[config.mk]
export PLATFORM = sky130hd
export DESIGN_NAME = seq_top
export DESIGN_NICKNAME = d
export VERILOG_FILES = /design/src/common/seq_pkg.sv /design/src/source/seq_top.sv /design/src/uart/uart_tx.sv /design/src/core/seq_core.sv /design/src/source/seq_alu.sv /design/src/source/seq_rf.sv
export VERILOG_INCLUDE_DIRS = /design/src /design/src/common
export SDC_FILE = /design/constraint.sdc
export NUM_CORES = 1
export LEC_CHECK = 0
export ABC_AREA = 1
export BUFFER_PORTS_ARGS = -buffer_cell sky130_fd_sc_hd__buf_2
export CAP_MARGIN = 15
export CORE_MARGIN = 5
export CORE_UTILIZATION = 50
export CTS_CLUSTER_DIAMETER = 40
export DETAILED_ROUTE_END_ITERATION = 10
export PLACE_DENSITY = 0.71
export SETUP_SLACK_MARGIN = 0.15
export SYNTH_ARGS = -nofsm -noshare
export SYNTH_HDL_FRONTEND = slang
export SYNTH_SLANG_ARGS = --single-unit
export TNS_END_PERCENT = 100
[constraint.sdc]
create_clock -name clk -period 8 [get_ports clk]
set_input_delay 1.6 -clock clk [delete_from_list [all_inputs] [get_ports clk]]
set_output_delay 1.6 -clock clk [all_outputs]
set_load 0.05 [all_outputs]
[src/common/seq_defines.svh]
`ifndef SEQ_DEFINES_SVH
`define SEQ_DEFINES_SVH

// ==================================================
// Word and datapath widths
// ==================================================

`define SEQ_INST_W 16 // Instruction word
`define SEQ_DATA_W 16 // Register and ALU width
`define SEQ_CONST_W 8 // Push immediate

// ==================================================
// Register file
// ==================================================

`define SEQ_REG_N 16 // Register count
`define SEQ_REG_W 4  // Register number width

// ==================================================
// Serial transmitter
// ==================================================

`define SEQ_TX_W 8 // One frame carries a byte

`define SEQ_CLKS_PER_BIT 4 // Bit period in clocks

`endif
[src/common/seq_pkg.sv]
`default_nettype none

`include "seq_defines.svh"

package seq_pkg;

   // ==================================================
   // Instruction encoding
   // ==================================================

   typedef enum logic [1:0] {
      seq_op_push = 2'b00, // Load zero-extended constant
      seq_op_add  = 2'b01, // rc = ra + rb
      seq_op_mult = 2'b10, // rc = low half of ra * rb
      seq_op_send = 2'b11  // Transmit low byte of ra
   } seq_op_e;

   // Push form with the destination right under the opcode
   typedef struct packed {
      seq_op_e                                          op;
      logic [`SEQ_REG_W-1:0]                            ra;        // Destination
      logic [`SEQ_INST_W-2-`SEQ_REG_W-`SEQ_CONST_W-1:0] pad;
      logic [`SEQ_CONST_W-1:0]                          const_val;
   } seq_push_t;

   // Register form with two sources and a destination
   typedef struct packed {
      seq_op_e                               op;
      logic [`SEQ_INST_W-2-3*`SEQ_REG_W-1:0] pad;
      logic [`SEQ_REG_W-1:0]                 ra;  // Source a and the send source
      logic [`SEQ_REG_W-1:0]                 rb;  // Source b
      logic [`SEQ_REG_W-1:0]                 rc;  // Destination
   } seq_rr_t;

   // Same word read two ways by opcode
   typedef union packed {
      seq_push_t push;
      seq_rr_t   rr;
   } seq_inst_u;

   // ==================================================
   // Pipeline payloads
   // ==================================================

   typedef struct packed {
      seq_op_e                 op;
      logic [`SEQ_DATA_W-1:0]  a;
      logic [`SEQ_DATA_W-1:0]  b;
      logic [`SEQ_CONST_W-1:0] const_val;
      logic [`SEQ_REG_W-1:0]   dest;
   } seq_alu_req_t;

   typedef struct packed {
      logic [`SEQ_REG_W-1:0]  dest;
      logic [`SEQ_DATA_W-1:0] data;
   } seq_wb_t;

endpackage

`default_nettype wire

[src/source/seq_top.sv]
`timescale 1ns/1ps
`default_nettype none

`include "seq_defines.svh"

module seq_top
   import seq_pkg::*;
(
   input  wire       clk,
   input  wire       i_rst,
   input  seq_inst_u i_inst,        // Instruction word
   input  wire       i_inst_valid,  // No back-pressure
   output logic      o_uart_txd     // Serial out, idle high
);

   logic [`SEQ_TX_W-1:0] tx_data;
   logic                 tx_valid;
   logic                 tx_busy;   // Frame in progress

   // ==================================================
   // Sequencer core
   // ==================================================

   seq_core core0 (
      .clk          (clk),
      .i_rst        (i_rst),
      .i_inst       (i_inst),
      .i_inst_valid (i_inst_valid),
      .i_tx_busy    (tx_busy),
      .o_tx_data    (tx_data),
      .o_tx_valid   (tx_valid)
   );

   // ==================================================
   // Serial transmitter
   // ==================================================

   uart_tx tx0 (
      .clk     (clk),
      .i_rst   (i_rst),
      .i_data  (tx_data),
      .i_valid (tx_valid),
      .o_busy  (tx_busy),
      .o_txd   (o_uart_txd)
   );

endmodule

`default_nettype wire

[src/uart/uart_tx.sv]
`timescale 1ns/1ps
`default_nettype none

`include "seq_defines.svh"

module uart_tx (
   input  wire                  clk,
   input  wire                  i_rst,
   input  wire  [`SEQ_TX_W-1:0] i_data,   // Byte to frame
   input  wire                  i_valid,  // Single-cycle strobe only while idle
   output logic                 o_busy,   // High for the whole frame
   output logic                 o_txd     // Serial line, idle high
);

   localparam int cnt_w = $clog2(`SEQ_CLKS_PER_BIT + 1);
   localparam logic [cnt_w-1:0] cnt_last = cnt_w'(`SEQ_CLKS_PER_BIT - 1);
   localparam logic [3:0] bit_last = 4'd`SEQ_TX_W + 4'd1; // Stop bit index

   logic [cnt_w-1:0]   clk_cnt;  // Clocks into the current bit
   logic [3:0]         bit_idx;  // 0 start, 1..8 data, 9 stop
   logic [`SEQ_TX_W:0] shift;    // Data LSB first, then stop
   logic               bit_end;

   assign bit_end = (clk_cnt == cnt_last);

   // ==================================================
   // Control
   // ==================================================

   always_ff @(posedge clk) begin
      if (i_rst) begin
         o_busy  <= 1'b0;
         o_txd   <= 1'b1;  // Line idle
         clk_cnt <= '0;
         bit_idx <= '0;
      end else if (!o_busy) begin
         if (i_valid) begin
            o_busy  <= 1'b1;
            o_txd   <= 1'b0;  // Start bit from the next cycle
            clk_cnt <= '0;
            bit_idx <= '0;
         end
      end else if (bit_end) begin
         clk_cnt <= '0;
         if (bit_idx == bit_last) begin
            o_busy <= 1'b0;   // Stop bit done with the line already high
         end else begin
            bit_idx <= bit_idx + 4'd1;
            o_txd   <= shift[0];
         end
      end else begin
         clk_cnt <= clk_cnt + 1'b1;
      end
   end

   // ==================================================
   // Shift register
   // ==================================================

   always_ff @(posedge clk) begin
      if (!o_busy && i_valid) begin
         shift <= {1'b1, i_data}; // Stop bit rides at the top
      end else if (o_busy && bit_end) begin
         shift <= {1'b1, shift[`SEQ_TX_W:1]};
      end
   end

   // Sender side promises not to strobe into a running frame
   a_no_strobe_busy: assert property (
      @(posedge clk) disable iff (i_rst)
      o_busy |-> !i_valid
   ) else $error("uart_tx: strobe while busy");

endmodule

`default_nettype wire

[src/core/seq_core.sv]
`timescale 1ns/1ps
`default_nettype none

`include "seq_defines.svh"

module seq_core
   import seq_pkg::*;
(
   input  wire                        clk,
   input  wire                        i_rst,
   // Instruction in
   input  seq_inst_u                  i_inst,
   input  wire                        i_inst_valid, // One cycle per instruction
   // Transmitter side
   input  wire                        i_tx_busy,
   output logic [`SEQ_TX_W-1:0]       o_tx_data,
   output logic                       o_tx_valid
);

   seq_op_e                inst_op;     // Same bits in both forms
   logic                   op_send;
   logic                   op_push;
   logic [`SEQ_REG_W-1:0]  inst_dest;

   logic [`SEQ_DATA_W-1:0] rf_data_a;
   logic [`SEQ_DATA_W-1:0] rf_data_b;

   seq_alu_req_t           alu_req;
   logic                   alu_req_valid;
   seq_wb_t                alu_wb;
   logic                   alu_wb_valid;

   // ==================================================
   // Decode
   // ==================================================

   assign inst_op = i_inst.rr.op;
   assign op_push = (inst_op == seq_op_push);
   assign op_send = (inst_op == seq_op_send);

   // Push writes ra of its own form and the rest write rc
   assign inst_dest = op_push ? i_inst.push.ra : i_inst.rr.rc;

   // ==================================================
   // Register file
   // ==================================================

   seq_rf rf0 (
      .clk        (clk),
      .i_rst      (i_rst),
      .i_sel_a    (i_inst.rr.ra),  // Also the send source
      .i_sel_b    (i_inst.rr.rb),
      .i_wb       (alu_wb),
      .i_wb_valid (alu_wb_valid),
      .o_data_a   (rf_data_a),
      .o_data_b   (rf_data_b)
   );

   // ==================================================
   // ALU
   // ==================================================

   always_comb begin
      alu_req.op        = inst_op;
      alu_req.a         = rf_data_a;
      alu_req.b         = rf_data_b;
      alu_req.const_val = i_inst.push.const_val; // Ignored unless push
      alu_req.dest      = inst_dest;
   end

   assign alu_req_valid = i_inst_valid & ~op_send; // Push, add and mult

   seq_alu alu0 (
      .clk     (clk),
      .i_rst   (i_rst),
      .i_req   (alu_req),
      .i_valid (alu_req_valid),
      .o_wb    (alu_wb),
      .o_valid (alu_wb_valid)
   );

   // ==================================================
   // Send
   // ==================================================

   // Forwarded read lets a send right after a push see the new value
   assign o_tx_data  = rf_data_a[`SEQ_TX_W-1:0];
   // Dropped while a frame is on the line
   assign o_tx_valid = i_inst_valid & op_send & ~i_tx_busy;

   // Strobe only when idle, and the transmitter takes it on that edge
   a_tx_handshake: assert property (
      @(posedge clk) disable iff (i_rst)
      o_tx_valid |-> !i_tx_busy ##1 i_tx_busy
   ) else $error("seq_core: send strobe not taken by the transmitter");

endmodule

`default_nettype wire

[src/source/seq_alu.sv]
`timescale 1ns/1ps
`default_nettype none

`include "seq_defines.svh"

module seq_alu
   import seq_pkg::*;
(
   input  wire          clk,
   input  wire          i_rst,
   input  seq_alu_req_t i_req,   // Operands, opcode and destination
   input  wire          i_valid,
   output seq_wb_t      o_wb,    // Result tagged with its destination
   output logic         o_valid
);

   logic [`SEQ_DATA_W-1:0] result; // Combinational result of this cycle

   // ==================================================
   // Operation select
   // ==================================================

   always_comb begin
      unique case (i_req.op)
         seq_op_push: result = {{(`SEQ_DATA_W-`SEQ_CONST_W){1'b0}}, i_req.const_val};
         seq_op_add:  result = i_req.a + i_req.b;   // Wraps at 16 bits
         seq_op_mult: result = i_req.a * i_req.b;   // Truncated to the low half
         default:     result = '0;                  // Send stays in the core
      endcase
   end

   // ==================================================
   // Output stage
   // ==================================================

   // Strobe cleared by reset
   always_ff @(posedge clk) begin
      if (i_rst) begin
         o_valid <= 1'b0;
      end else begin
         o_valid <= i_valid;
      end
   end

   // Payload loaded on a request
   always_ff @(posedge clk) begin
      if (i_valid) begin
         o_wb.dest <= i_req.dest; // Destination travels with the data
         o_wb.data <= result;
      end
   end

   // Each request is a real write and returns one cycle later
   a_latency: assert property (
      @(posedge clk) disable iff (i_rst)
      i_valid |-> (i_req.op != seq_op_send) ##1 o_valid
   ) else $error("seq_alu: send opcode on the request or result missing a cycle later");

endmodule

`default_nettype wire

[src/source/seq_rf.sv]
`timescale 1ns/1ps
`default_nettype none

`include "seq_defines.svh"

module seq_rf
   import seq_pkg::*;
(
   input  wire                          clk,
   input  wire                          i_rst,
   input  wire  [`SEQ_REG_W-1:0]        i_sel_a,    // Read port a select
   input  wire  [`SEQ_REG_W-1:0]        i_sel_b,    // Read port b select
   input  seq_wb_t                      i_wb,       // Write port from the ALU
   input  wire                          i_wb_valid,
   output logic [`SEQ_DATA_W-1:0]       o_data_a,
   output logic [`SEQ_DATA_W-1:0]       o_data_b
);

   logic [`SEQ_DATA_W-1:0] regs [`SEQ_REG_N]; // Architectural registers

   // Pending write wins over the stored value
   function automatic logic [`SEQ_DATA_W-1:0] rd_port(input logic [`SEQ_REG_W-1:0] sel);
      if (i_wb_valid && (i_wb.dest == sel)) begin
         return i_wb.data; // Forwarded
      end
      return regs[sel];
   endfunction

   // ==================================================
   // Write port
   // ==================================================

   always_ff @(posedge clk) begin
      if (i_rst) begin
         for (int i = 0; i < `SEQ_REG_N; i++) begin
            regs[i] <= '0; // All registers start at zero
         end
      end else if (i_wb_valid) begin
         regs[i_wb.dest] <= i_wb.data;
      end
   end

   // ==================================================
   // Read ports with forwarding
   // ==================================================

   always_comb begin
      o_data_a = rd_port(i_sel_a);
      o_data_b = rd_port(i_sel_b);
   end

   // An unknown write would spread through every later dependent read
   a_wb_known: assert property (
      @(posedge clk) disable iff (i_rst)
      i_wb_valid |-> !$isunknown(i_wb.data)
   ) else $error("seq_rf: write data unknown for r%0d", i_wb.dest);

endmodule

`default_nettype wire

Yosys cells after proc, flatten, opt, wreduce, memory -nomap -nowiden
Memory sizes are Yosys's and may differ from the RTL's.
Cells that the tools add are included.
W data, S select, Z words.
{ "totals": {"regBits": 38, "ramBits": 256, "input_bits": 19, "wordCells": 70, "memories": 1} }
{ "memory_table": {"columns": ["memory", "depth", "word_bits", "rd", "rd_ports_with_merged_regs", "wr", "line_no", "rtl"], "rows": [
  ["core0.rf0.regs", 16, 16, 2, 0, 16, "seq_rf.sv:19", "logic [`SEQ_DATA_W-1:0] regs [`SEQ_REG_N];"]
]} }
{ "classes": {"n_addsub": 3, "n_mul": 1, "n_eq_ne": 9, "muxes": 33, "n_bitwise": 5, "reduce_logical": 10} }
{ "op_table": {"columns": ["cell", "n"], "rows": [
  ["$mux W16", 5],
  ["$pmux W16 S3", 1],
  ["$mux W4", 6],
  ["$add A16 B16 Y16", 1],
  ["$mul A16 B16 Y16", 1],
  ["$mux W1", 16],
  ["$mux W8", 2],
  ["$reduce_or A16 Y1", 1],
  ["$mux W3", 3],
  ["$eq A4 B4 Y1", 2],
  ["$add A4 B1 Y4 const B", 1],
  ["$eq A2 B2 Y1 const B", 2],
  ["$eq A4 B4 Y1 const B", 1],
  ["$logic_and A1 B1 Y1", 4],
  ["$ne A2 B2 Y1 const B", 2],
  ["$reduce_bool A2 Y1", 2],
  ["$add A3 B1 Y3 const B", 1],
  ["$and A1 B1 Y1", 3],
  ["$eq A3 B2 Y1 const B", 1],
  ["$reduce_and A3 Y1", 1],
  ["$eq A2 B1 Y1 const B", 1],
  ["$logic_not A2 Y1", 1],
  ["$not A1 Y1", 2],
  ["$logic_not A1 Y1", 1]
]} }

Depth between registers and ports, before layout
Gate-level depths: netlist (run 1).
{ "logic_depth": {"depth_word": 6, "depth_mapped": 33, "depth_no_buf": 31} }

By module
Synthesis (run 1) repeated with hierarchy kept, for this count alone.
{ "hier_totals": {"cells_unflattened": 3065, "hier_area_um2": 22208.8} }
{ "by_module_without_submodules": {"columns": ["module", "instances", "cells_per_inst", "area_per_inst_um2", "seq_area_each_um2"], "rows": [
  ["seq_rf", 1, 2089, 15277.2, 7687.4],
  ["seq_alu", 1, 863, 6019.5, 620.6],
  ["uart_tx", 1, 97, 839.6, 420.4],
  ["seq_core", 1, 16, 72.6, 0.0]
]} }

Worst setup path before layout (run 1)
Ideal clock, no wire load.
{ "synth_path": {"path_kind": "input to register", "start": "input port i_inst[4] (netlist name)", "end": "register core0.alu0.o_wb[7] (netlist name) (data pin)", "t_arrival_ns": 6.075, "t_required_ns": 7.745, "setup_slack_ns": 1.670, "cell_stages": 27, "path_buffers": 3, "path_cell_list": "buf_6 -> buf_6 -> buf_6 -> o211ai_1 -> nand3_1 -> nand3_1 -> nand2_1 -> o21bai_1 -> nor2_1 -> fa_1 -> ha_1 -> ha_1 -> fa_1 -> ha_1 -> fa_1 -> ha_1 -> inv_1 -> o21bai_1 -> xor2_1 -> nand3_1 -> nand2_1 -> xnor2_1 -> nand2_1 -> nand2_1 -> nand2_1 -> nand3_1 -> a21oi_2"} }
{ "synth_between": {"elab_chain_cells": 6} }
{ "synth_rtl": {"columns": ["element", "line_no", "rtl"], "rows": [
  ["start, declared", "seq_top.sv:11", "input seq_inst_u i_inst,"],
  ["branches (longest 3 deep; another with $mem_v2 Z16 W16)", null, null],
  ["$mux W16 *", "seq_rf.sv:26", "return regs[sel];"],
  ["$mul A16 B16 Y16 / $add A16 B16 Y16 (equally long branches)", "seq_alu.sv:27, seq_alu.sv:26", null],
  ["$pmux W16 S3 *", "seq_alu.sv:24", "unique case (i_req.op)"],
  ["via core0.alu0.result[7]", "seq_alu.sv:17", "logic [`SEQ_DATA_W-1:0] result;"],
  ["end, declared", "seq_alu.sv:13", "output seq_wb_t o_wb,"]
]} }
Mark *: on every way through the listed nets, which the timed path passes.
A chain may end at the register's enable or synchronous reset.

Final worst setup path (run 1)
Ends and elaborated chain as after synthesis.

==> flow_summary.toml, run 1 <==
[placement]
port-buffer-count = 19
gp_congestion = 0.967
place_hpwl_mm = 22.7
dpl_worst_slack_ns = 0.601
place_inst = 1615

[critical_path]
crit_type = "input pin to register"
worstPathRequired_ns = 8.19
cp_max_fo = 65
slowest_delay_ns = 0.49
crit_path_frequent_cell = "nand2_1"
timing.critical_path.buf_inv = 6
cp_top_family = "adder cells"
cp.arrival_ns = 7.15
cp-start-kind = "input pin"
cp_slowest_cell = "fa_1"
end_kind = "register"

[status]
status = "complete, no violations"

[timing]
tns_ns = 0
rsz0062_at_grt = "false"
slew_headroom = 0.254
tightest_slew_ns = 1.11
skew_ns = 0.0113
setup_viol = 0
max_freq_ghz = 0.144
slew_viol_final = 0
fin_crit_ns = 6.96
setup_ws_ns = 1.04
period_share = 0.871
hold_viol_final = 0

[finish]
stdcell_count = 1648
num-nets-final = 1422
insertedDiodeCount = 0
fillers = 2006
drive_above_1_share = 0.0743
area_delta_synth_final_pct = 7.33

[synthesis]
syn_nets = 1436
syn-cell-area_um2 = 10500
synth_edf_count = 148
ys_async_sr_fraction = 0
synth-xor-area-share = 0.00666
ys_warn_count = 0
synth_area_leaders = "edfxtp_1 42%, nand2_1 14%, nand3_1 9.3%"
synth_compound_area_frac = 0.0655
synth_top_family_by_area = "simple AND/OR/NAND/NOR gates"
synth_top_area_share = 0.422
synth_ff_type = "edfxtp_1"
synth-seq-cells = 158
yosysUniqueCellTypes = 45
synth.largest_area_cell = "edfxtp_1"
yosys.area_share.simple = 0.322
ys_seq_area_frac = 0.441
avgSynthCellArea_um2 = 7.66
synth.area.mux_share = 0
synthAdderAreaFrac = 0.0597
synth_cells = 1374

[grt]
track_usage = 0.279
antenna_found_initial = 0
grt_pass1_wl_mm = 51.5
grt_overflow_total = 0
grt_pass1_vias = 9151
grt_max_degree = 66

[clock_tree]
clkSinkCount = 158
post_cts.repair.setup_buffers = 0
clk_pin_slew_ns = 0.07
cts_tree = "yes"
htreeDepth = 4
root_buffer = "clkbuf_16"
worstSkewPairLatency_ns = 0.43
cts_buffer_depth = 2
cts_resized = 0
ctsHoldBuffers = 0
numCtsBuffers = 17

[route]
wl_per_cell_um = 19.9
drt_drc_violations_left = 0
vias_per_cell = 5.73
num_vias = 9441
firstDrtPassIters = 6
dr.first_iter.drc_count = 1314
final_antenna_net_count = 0
wirelength_mm = 32.8

[power_and_ir_drop]
power.leakage_uw = 0.00522
p_seq_frac = 0.398
p_switching_uw = 798
power_frac_comb = 0.237
ir_drop_mv = 0.150
clockPowerShare = 0.365
switching_share = 0.327
internal-power_uw = 1640
p_per_area_nw_per_um2 = 216

[floorplanning]
fp-row-count = 53
fp.dieH_um = 155
ios = 20
die-width_um = 155
initial_core_util = 0.504
core-area_um2 = 20900
die_area_um2 = 24100

[worst_hold_path]
hold_path.class = "register to register"

[job]
cap_violations = 0
==> logic make-up after synthesis <==
family                     Yosys count
AOI/OAI and AO/OA                  109
DFF                                158
buffers and inverters              242
xor gates and xnor gates             8
and+or+nand+nor                    814
adders and majority gates           43
==> layout make-up <==
| cell class | instances | area [um^2] | share of cell area |
|---|---|---|---|
| multi-input cells | 974 | 4780 | 0.423 |
| flip-flops and latches | 158 | 4640 | 0.411 |
| inverters | 176 | 678 | 0.0600 |
| clock buffers | 20 | 457 | 0.0404 |
| well taps | 275 | 344 | 0.0305 |
| repair buffers | 33 | 225 | 0.0199 |
| clock inverters | 12 | 174 | 0.0154 |
==> through the flow <==
step	hold WS (ns)	power, uW	cell area (um^2)	utilization
after floorplan	0.429	1390	10500	-
after global placement	0.440	1550	10700	0.510
after detailed placement	0.454	1560	10700	0.510
after CTS	0.469	2430	11300	0.541
after global routing	0.504	2560	11300	0.541
final	0.469	2440	11300	0.541
==> power by group through the flow <==
stage	logic (uW)	registers [uW]	clock network (uW)
final	578	971	889
after global routing	658	973	933
after CTS	573	970	890
after detailed placement	569	988	0
after global placement	560	987	0
after floorplan	410	978	0
==> state kept, by name (all words and copies together), names as in the netlist <==
| register | cells |
|---|---|
| core0.rf0.regs | 128 |
| core0.alu0.o_wb | 12 |
| tx0.shift | 8 |
| tx0.bit_idx | 4 |
| tx0.clk_cnt | 3 |
| core0.alu0.o_valid | 1 |
| tx0.o_busy | 1 |
| tx0.o_txd | 1 |
==> worst paths after layout <==
kind,from,endpoint,slack [ns],cells after the start
worst max-delay path,i_inst[4],core0.alu0.o_wb[7],1.04,29
worst max register to register,core0.alu0.o_wb[3],core0.alu0.o_wb[7],2.22,23
worst min-delay path,tx0.clk_cnt[1],tx0.clk_cnt[1],0.47,2
worst min register to register,tx0.clk_cnt[1],tx0.clk_cnt[1],0.47,2
==> tightest hold or removal path: stages, from the launching register on <==
cell,delay [ns]
dfxtp_1,0.31
nand2_1,0.06
a21oi_1,0.05
==> Yosys cell counts (2+ instances only) <==
master    count
inv_2        11
o21ai_2       2
dfxtp_1      10
ha_1         31
buf_6        14
clkbuf_1     15
buf_4        12
a21oi_2       3
inv_1       155
nor2_1      192
a21oi_1      24
nand3_1     195
o211ai_2      2
or2_1         4
nor3_1        6
o211ai_1     27
o221ai_1      2
xnor2_1       4
nand2_1     399
clkinv_1      6
edfxtp_1    148
nor2_2        3
o22ai_1       3
o21ai_1       2
clkinv_4      2
o21ai_0      34
buf_2        24
nand2_2       9
fa_1         12
xor2_1        4
o21bai_1      3
o311ai_0      3
==> cells in the final DEF (no fill, tap or decap), drive strengths merged, types with 2 or more instances in the layout <==
cell,instances
buf,33
or2,5
o22ai,3
o211ai,29
nor2,195
nand2,408
xnor2,4
a21oi,27
o21bai,3
nand3,196
o221ai,2
bufinv,3
inv,174
dfxtp,10
nor3,7
clkinv,9
edfxtp,148
ha,31
fa,12
clkinvlp,2
o21ai,38
xor2,4
o311ai,3
clkbuf,20
==> per-layer routing <==
metal  global-route usage  wire [um]  part of all wire  up-vias
li1                     -          -                 -     4425
met1                0.382      13800              0.42     4421
met2                0.438      14800              0.45      498
met3               0.0554       2730             0.083       97
met4                0.112       1400             0.043        0
met5                    0          0                 0        -
Note: power is estimated with default switching activity, not from simulation.
==> run 2, diff against run 1 <==
--- a/config.mk
+++ b/config.mk
@@ -7,7 +7,7 @@
 export NUM_CORES = 1
 export LEC_CHECK = 0
 export ABC_AREA = 1
-export BUFFER_PORTS_ARGS = -buffer_cell sky130_fd_sc_hd__buf_2
+export BUFFER_PORTS_ARGS = -buffer_cell sky130_fd_sc_hd__buf_4
 export CAP_MARGIN = 15
 export CORE_MARGIN = 5
 export CORE_UTILIZATION = 50
==> run 2 against run 1 <==
Non-clock buffer count fell by 4. Fmax rose by 1.0%. Die area did not move. Largest cell class unchanged. Sequential power barely moved. Final cell count fell by 0.24%. Critical endpoint unchanged.
==> flow_summary.toml, run 2 (synthesis gave the netlist of run 1 again) <==
[clock_tree]
htreeDepth = 4
cts_tree = "yes"
root_buffer = "clkbuf_16"
cts_buffer_depth = 2
clk_pin_slew_ns = 0.07
worstSkewPairLatency_ns = 0.43
numCtsBuffers = 17
cts_resized = 0
post_cts.repair.setup_buffers = 0
ctsHoldBuffers = 0
clkSinkCount = 158

[finish]
top_regs = "core0.rf0.regs: 128 flops, core0.alu0.o_wb: 12 flops, tx0.shift: 8 flops"
area_delta_synth_final_pct = 6.32
fillers = 2046
drive_above_1_share = 0.0665
final_cell_mix = "399 x nand2_1, 195 x nand3_1, 192 x nor2_1"
largest_reg_flops = 128
num-nets-final = 1418
insertedDiodeCount = 0
top_register = "core0.rf0.regs"
layout_commonest_cell = "nand2_1"

[grt]
antenna_found_initial = 0
grt_overflow_total = 0
track_usage = 0.262
grt_max_degree = 52
grt_pass1_vias = 8918
grt_pass1_wl_mm = 48.3

[route]
vias_per_cell = 5.76
met3_length_mm = 3.59
top_layer = "met4"
drt_drc_violations_left = 0
wl_met1_mm = 12.2
num_vias = 9475
firstDrtPassIters = 6
dr.first_iter.drc_count = 1483
wirelength_mm = 31.1
wl_per_cell_um = 18.9
met2_length_mm = 14.3
final_antenna_net_count = 0

[timing]
fin_crit_ns = 6.89
period_share = 0.862
skew_ns = 0.0101
tns_ns = 0
setup_viol = 0
max_freq_ghz = 0.145
slew_headroom = 0.180
hold_viol_final = 0
rsz0062_at_grt = "false"
tightest_slew_ns = 1.23
slew_viol_final = 0

[power_and_ir_drop]
p_seq_frac = 0.423
p_per_area_nw_per_um2 = 205
internal-power_uw = 1550
power_frac_comb = 0.247
switching_share = 0.327
clockPowerShare = 0.330
power_uw = 2300
power.leakage_uw = 0.00516
p_switching_uw = 751
ir_drop_mv = 0.144

[critical_path]
r2r_start = "core0.alu0.o_wb[18]"
worstPathRequired_ns = 8.18
end_kind = "register"
cp.arrival_ns = 7.08
critPathLaunch = "i_inst[8]"
crit_type = "input pin to register"
cp_max_fo = 25
cp-start-kind = "input pin"

[job]
cap_violations = 0

[placement]
place_hpwl_mm = 21.7
port-buffer-count = 19
gp_congestion = 1.03

[floorplanning]
initial_core_util = 0.504
ios = 20
core-area_um2 = 20900
die_area_um2 = 24100
fp.dieH_um = 155
die-width_um = 155
fp-row-count = 53

[status]
status = "complete, no violations"

[worst_hold_path]
hold_path.class = "register to register"
hp-start = "tx0.o_txd"
## run 2: layout make-up
type / instances / area (um^2) / area share
multi-input cells: 974 / 4780 / 0.427
repair buffers: 29 / 218 / 0.0195
inverters: 176 / 678 / 0.0606
clock buffers: 21 / 440 / 0.0393
clock inverters: 11 / 91.3 / 0.00816
well taps: 275 / 344 / 0.0307
flip-flops and latches: 158 / 4640 / 0.415
## run 2: power by group through the flow
stage / logic (uW) / registers [uW] / clock network [uW]
floorplan: 410 / 978 / 0
global placement: 545 / 986 / 0
detailed placement: 554 / 987 / 0
CTS: 557 / 970 / 762
global route: 634 / 973 / 798
finish: 567 / 971 / 758
## run 2: routing by layer
layer / global-route usage / vias up
met3: 0.0565 / 78
li1: - / 4424
met1: 0.354 / 4394
met2: 0.417 / 579
met5: 0 / -
met4: 0.0942 / 0
## run 2: worst max-delay path, cell delays in order
cell	delay, ns
buf_4	0.19
inv_2	0.37
o22ai_1	0.16
nor2_1	0.14
nand3_2	0.24
inv_2	0.25
nand2_1	0.08
nand2_1	0.23
inv_1	0.15
nor2_1	0.17
fa_1	0.42
ha_1	0.20
ha_1	0.22
fa_1	0.48
ha_1	0.31
fa_1	0.48
ha_1	0.29
inv_1	0.06
o21bai_1	0.16
xor2_1	0.19
nand3_1	0.12
nand2_1	0.11
xnor2_1	0.12
nand2_1	0.08
nand2_1	0.06
nand2_1	0.04
nand3_1	0.09
a21oi_2	0.05
## run 2: path summary, 6_finish.rpt
check                       end  slack [ns]  cells after the start
min reg2reg           tx0.o_txd        0.46                      2
max          core0.alu0.o_wb[7]        1.11                     28
min                   tx0.o_txd        0.46                      2
max reg2reg  core0.alu0.o_wb[7]        2.27                     27
## run 2: metrics by stage
| stage | area [um^2] | instances | hold slack [ns] | setup slack [ns] | util |
|---|---|---|---|---|---|
| 2_1_floorplan | 10500 | 1374 | 0.429 | 1.67 | - |
| 3_3_place_gp | 10700 | 1612 | 0.441 | 0.857 | 0.510 |
| 3_5_place_dp | 10700 | 1612 | 0.444 | 0.737 | 0.510 |
| 4_1_cts | 11200 | 1644 | 0.458 | 1.19 | 0.536 |
| 5_1_grt | 11200 | 1644 | 0.486 | 0.703 | 0.536 |
| 6_report | 11200 | 1644 | 0.458 | 1.11 | 0.536 |
==> run 3, diff against run 2 <==
--- a/config.mk
+++ b/config.mk
@@ -9,11 +9,13 @@
 export ABC_AREA = 1
 export BUFFER_PORTS_ARGS = -buffer_cell sky130_fd_sc_hd__buf_4
 export CAP_MARGIN = 15
+export CELL_PAD_IN_SITES_DETAIL_PLACEMENT = 1
+export CELL_PAD_IN_SITES_GLOBAL_PLACEMENT = 1
 export CORE_MARGIN = 5
-export CORE_UTILIZATION = 50
+export CORE_UTILIZATION = 48
 export CTS_CLUSTER_DIAMETER = 40
 export DETAILED_ROUTE_END_ITERATION = 10
-export PLACE_DENSITY = 0.71
+export PLACE_DENSITY = 0.86
 export SETUP_SLACK_MARGIN = 0.15
 export SYNTH_ARGS = -nofsm -noshare
 export SYNTH_HDL_FRONTEND = slang
==> run 3 against run 2 <==
Fmax decreased by 1.7%. Worst hold slack improved by 0.0048 ns. Critical endpoint unchanged. Setup slack got worse by 0.12 ns. Die area increased by 3.9%. Via count increased by 2.7%. Sequential cell count unchanged. Final cell count increased by 0.43%. Combinational power increased by 5.1%. Sequential power about the same. Critical path depth increased by 1. Clock power increased by 22%. Register-to-register slack got worse by 0.07 ns.
==> flow_summary.toml, run 3 (synthesis gave the netlist of run 1 again) <==
[status]
status = "complete, no violations"

[power_and_ir_drop]
ir_drop_mv = 0.155
clockPowerShare = 0.371
power_frac_comb = 0.239
internal-power_uw = 1660
power.leakage_uw = 0.00524
switching_share = 0.334
p_seq_frac = 0.390
p_per_area_nw_per_um2 = 220
p_switching_uw = 833

[finish]
stdcell_area_um2 = 11300
final_cell_mix = "399 x nand2_1, 195 x nand3_1, 192 x nor2_1"
num-nets-final = 1420
drive_above_1_share = 0.0737
area_delta_synth_final_pct = 7.78
fillers = 2716
stdcell_count = 1651
top_regs = "core0.rf0.regs: 128 flops, core0.alu0.o_wb: 12 flops, tx0.shift: 8 flops"
insertedDiodeCount = 0
layout_commonest_cell = "nand2_1"
largest_reg_flops = 128
top_register = "core0.rf0.regs"

[route]
final_antenna_net_count = 0
dr.first_iter.drc_count = 1053
wl_per_cell_um = 22.1
drt_drc_violations_left = 0
firstDrtPassIters = 8
wirelength_mm = 36.5
num_vias = 9733
vias_per_cell = 5.90

[placement]
port-buffer-count = 19
place_hpwl_mm = 25.8
place_inst = 1619
gp_congestion = 0.978
dpl_worst_slack_ns = 0.569
placed_area_um2 = 10700

[floorplanning]
die-width_um = 158
ios = 20
fp.dieH_um = 158
fp-row-count = 54
initial_core_util = 0.485
core-area_um2 = 21700
die_area_um2 = 25000

[critical_path]
slowest_delay_ns = 0.48
r2r_cells = 27
cp.arrival_ns = 7.21
cp-start-kind = "input pin"
crit_path_frequent_cell = "nand2_1"
crit_type = "input pin to register"
timing.critical_path.buf_inv = 6
cp.depth = 29
cp_slowest_cell = "fa_1"
cp_top_family = "adder cells"
cp_max_fo = 46
end_kind = "register"
worstPathRequired_ns = 8.20

[worst_hold_path]
hold_path.class = "register to register"
hold_depth = 1

[grt]
grt_pass1_vias = 9982
grt_pass1_wl_mm = 56.5
grt_max_degree = 79
track_usage = 0.300
antenna_found_initial = 0
grt_overflow_total = 0

[clock_tree]
cts_buffer_depth = 2
root_buffer = "clkbuf_16"
clkSinkCount = 158
clk_pin_slew_ns = 0.07
cts_tree = "yes"
cts_resized = 0
worstSkewPairLatency_ns = 0.45
post_cts.repair.setup_buffers = 0
numCtsBuffers = 17
htreeDepth = 4
ctsHoldBuffers = 0

[timing]
rsz0062_at_grt = "false"
setup_ws_ns = 0.986
fin_crit_ns = 7.01
period_share = 0.877
worst_hold_slack_ns = 0.463
setup_viol = 0
max_freq_ghz = 0.143
slew_headroom = 0.233
tightest_slew_ns = 1.14
skew_ns = 0.0126
hold_viol_final = 0
slew_viol_final = 0
tns_ns = 0

[job]
cap_violations = 0
[run 3: changes by cell type in the layout (fill, tap and decap cells not counted), sizes merged]
| cell | delta |
|---|---|
| clkbuf | -4 |
| clkinvlp | -1 |
| inv | +4 |
| bufinv | +3 |
| buf | +2 |
| clkinv | -2 |
[run 3: power by group through the flow]
stage | registers, uW | logic, uW | clock network, uW
floorplan | 978 | 410 | 0
global placement | 987 | 559 | 0
detailed placement | 989 | 585 | 0
CTS | 971 | 590 | 927
global route | 974 | 664 | 965
finish | 972 | 596 | 924
[run 3: path summary, 6_finish.rpt]
| kind | from | to | slack [ns] |
|---|---|---|---|
| setup reg to reg | core0.alu0.o_wb[16] | core0.alu0.o_wb[7] | 2.20 |
| setup / recovery | i_inst[4] | core0.alu0.o_wb[7] | 0.99 |
| hold reg to reg | tx0.clk_cnt[0] | tx0.clk_cnt[0] | 0.46 |
| hold / removal | tx0.clk_cnt[0] | tx0.clk_cnt[0] | 0.46 |
[run 3: layout make-up]
cell class | instances | area [um^2] | area share
multi-input cells | 974 | 4780 | 0.421
flip-flops and latches | 158 | 4640 | 0.409
inverters | 176 | 678 | 0.0598
clock buffers | 17 | 425 | 0.0375
well taps | 280 | 350 | 0.0309
repair buffers | 31 | 245 | 0.0216
clock inverters | 15 | 226 | 0.0200
[run 3: worst reg2reg max path, cell delays in order, from the launching register on]
cell	delay, ns
edfxtp_1	0.49
inv_1	0.19
nor2_1	0.07
nor2_1	0.15
nand3_2	0.25
inv_2	0.27
nand2_1	0.08
nand2_1	0.21
nor2_1	0.11
fa_1	0.53
ha_1	0.32
ha_1	0.20
fa_1	0.48
ha_1	0.31
fa_1	0.48
ha_1	0.28
inv_1	0.06
o21bai_1	0.17
xor2_1	0.21
inv_1	0.06
nand2_1	0.08
nand2_1	0.08
xnor2_1	0.14
nand2_1	0.08
nand2_1	0.06
nand2_1	0.05
nand3_1	0.09
a21oi_2	0.05
[run 3: metrics by stage]
stage | power (uW) | utilization
floorplan | 1390 | -
global placement | 1550 | 0.493
detailed placement | 1570 | 0.493
CTS | 2490 | 0.523
global route | 2600 | 0.523
finish | 2490 | 0.523
[run 3: metal layers]
layer / global-route usage / routed length [um] / vias up
li1: - / - / 4424
met1: 0.387 / 15000 / 4823
met2: 0.507 / 17500 / 395
met3: 0.0506 / 2560 / 91
met4: 0.117 / 1360 / 0
met5: 0 / 0 / -
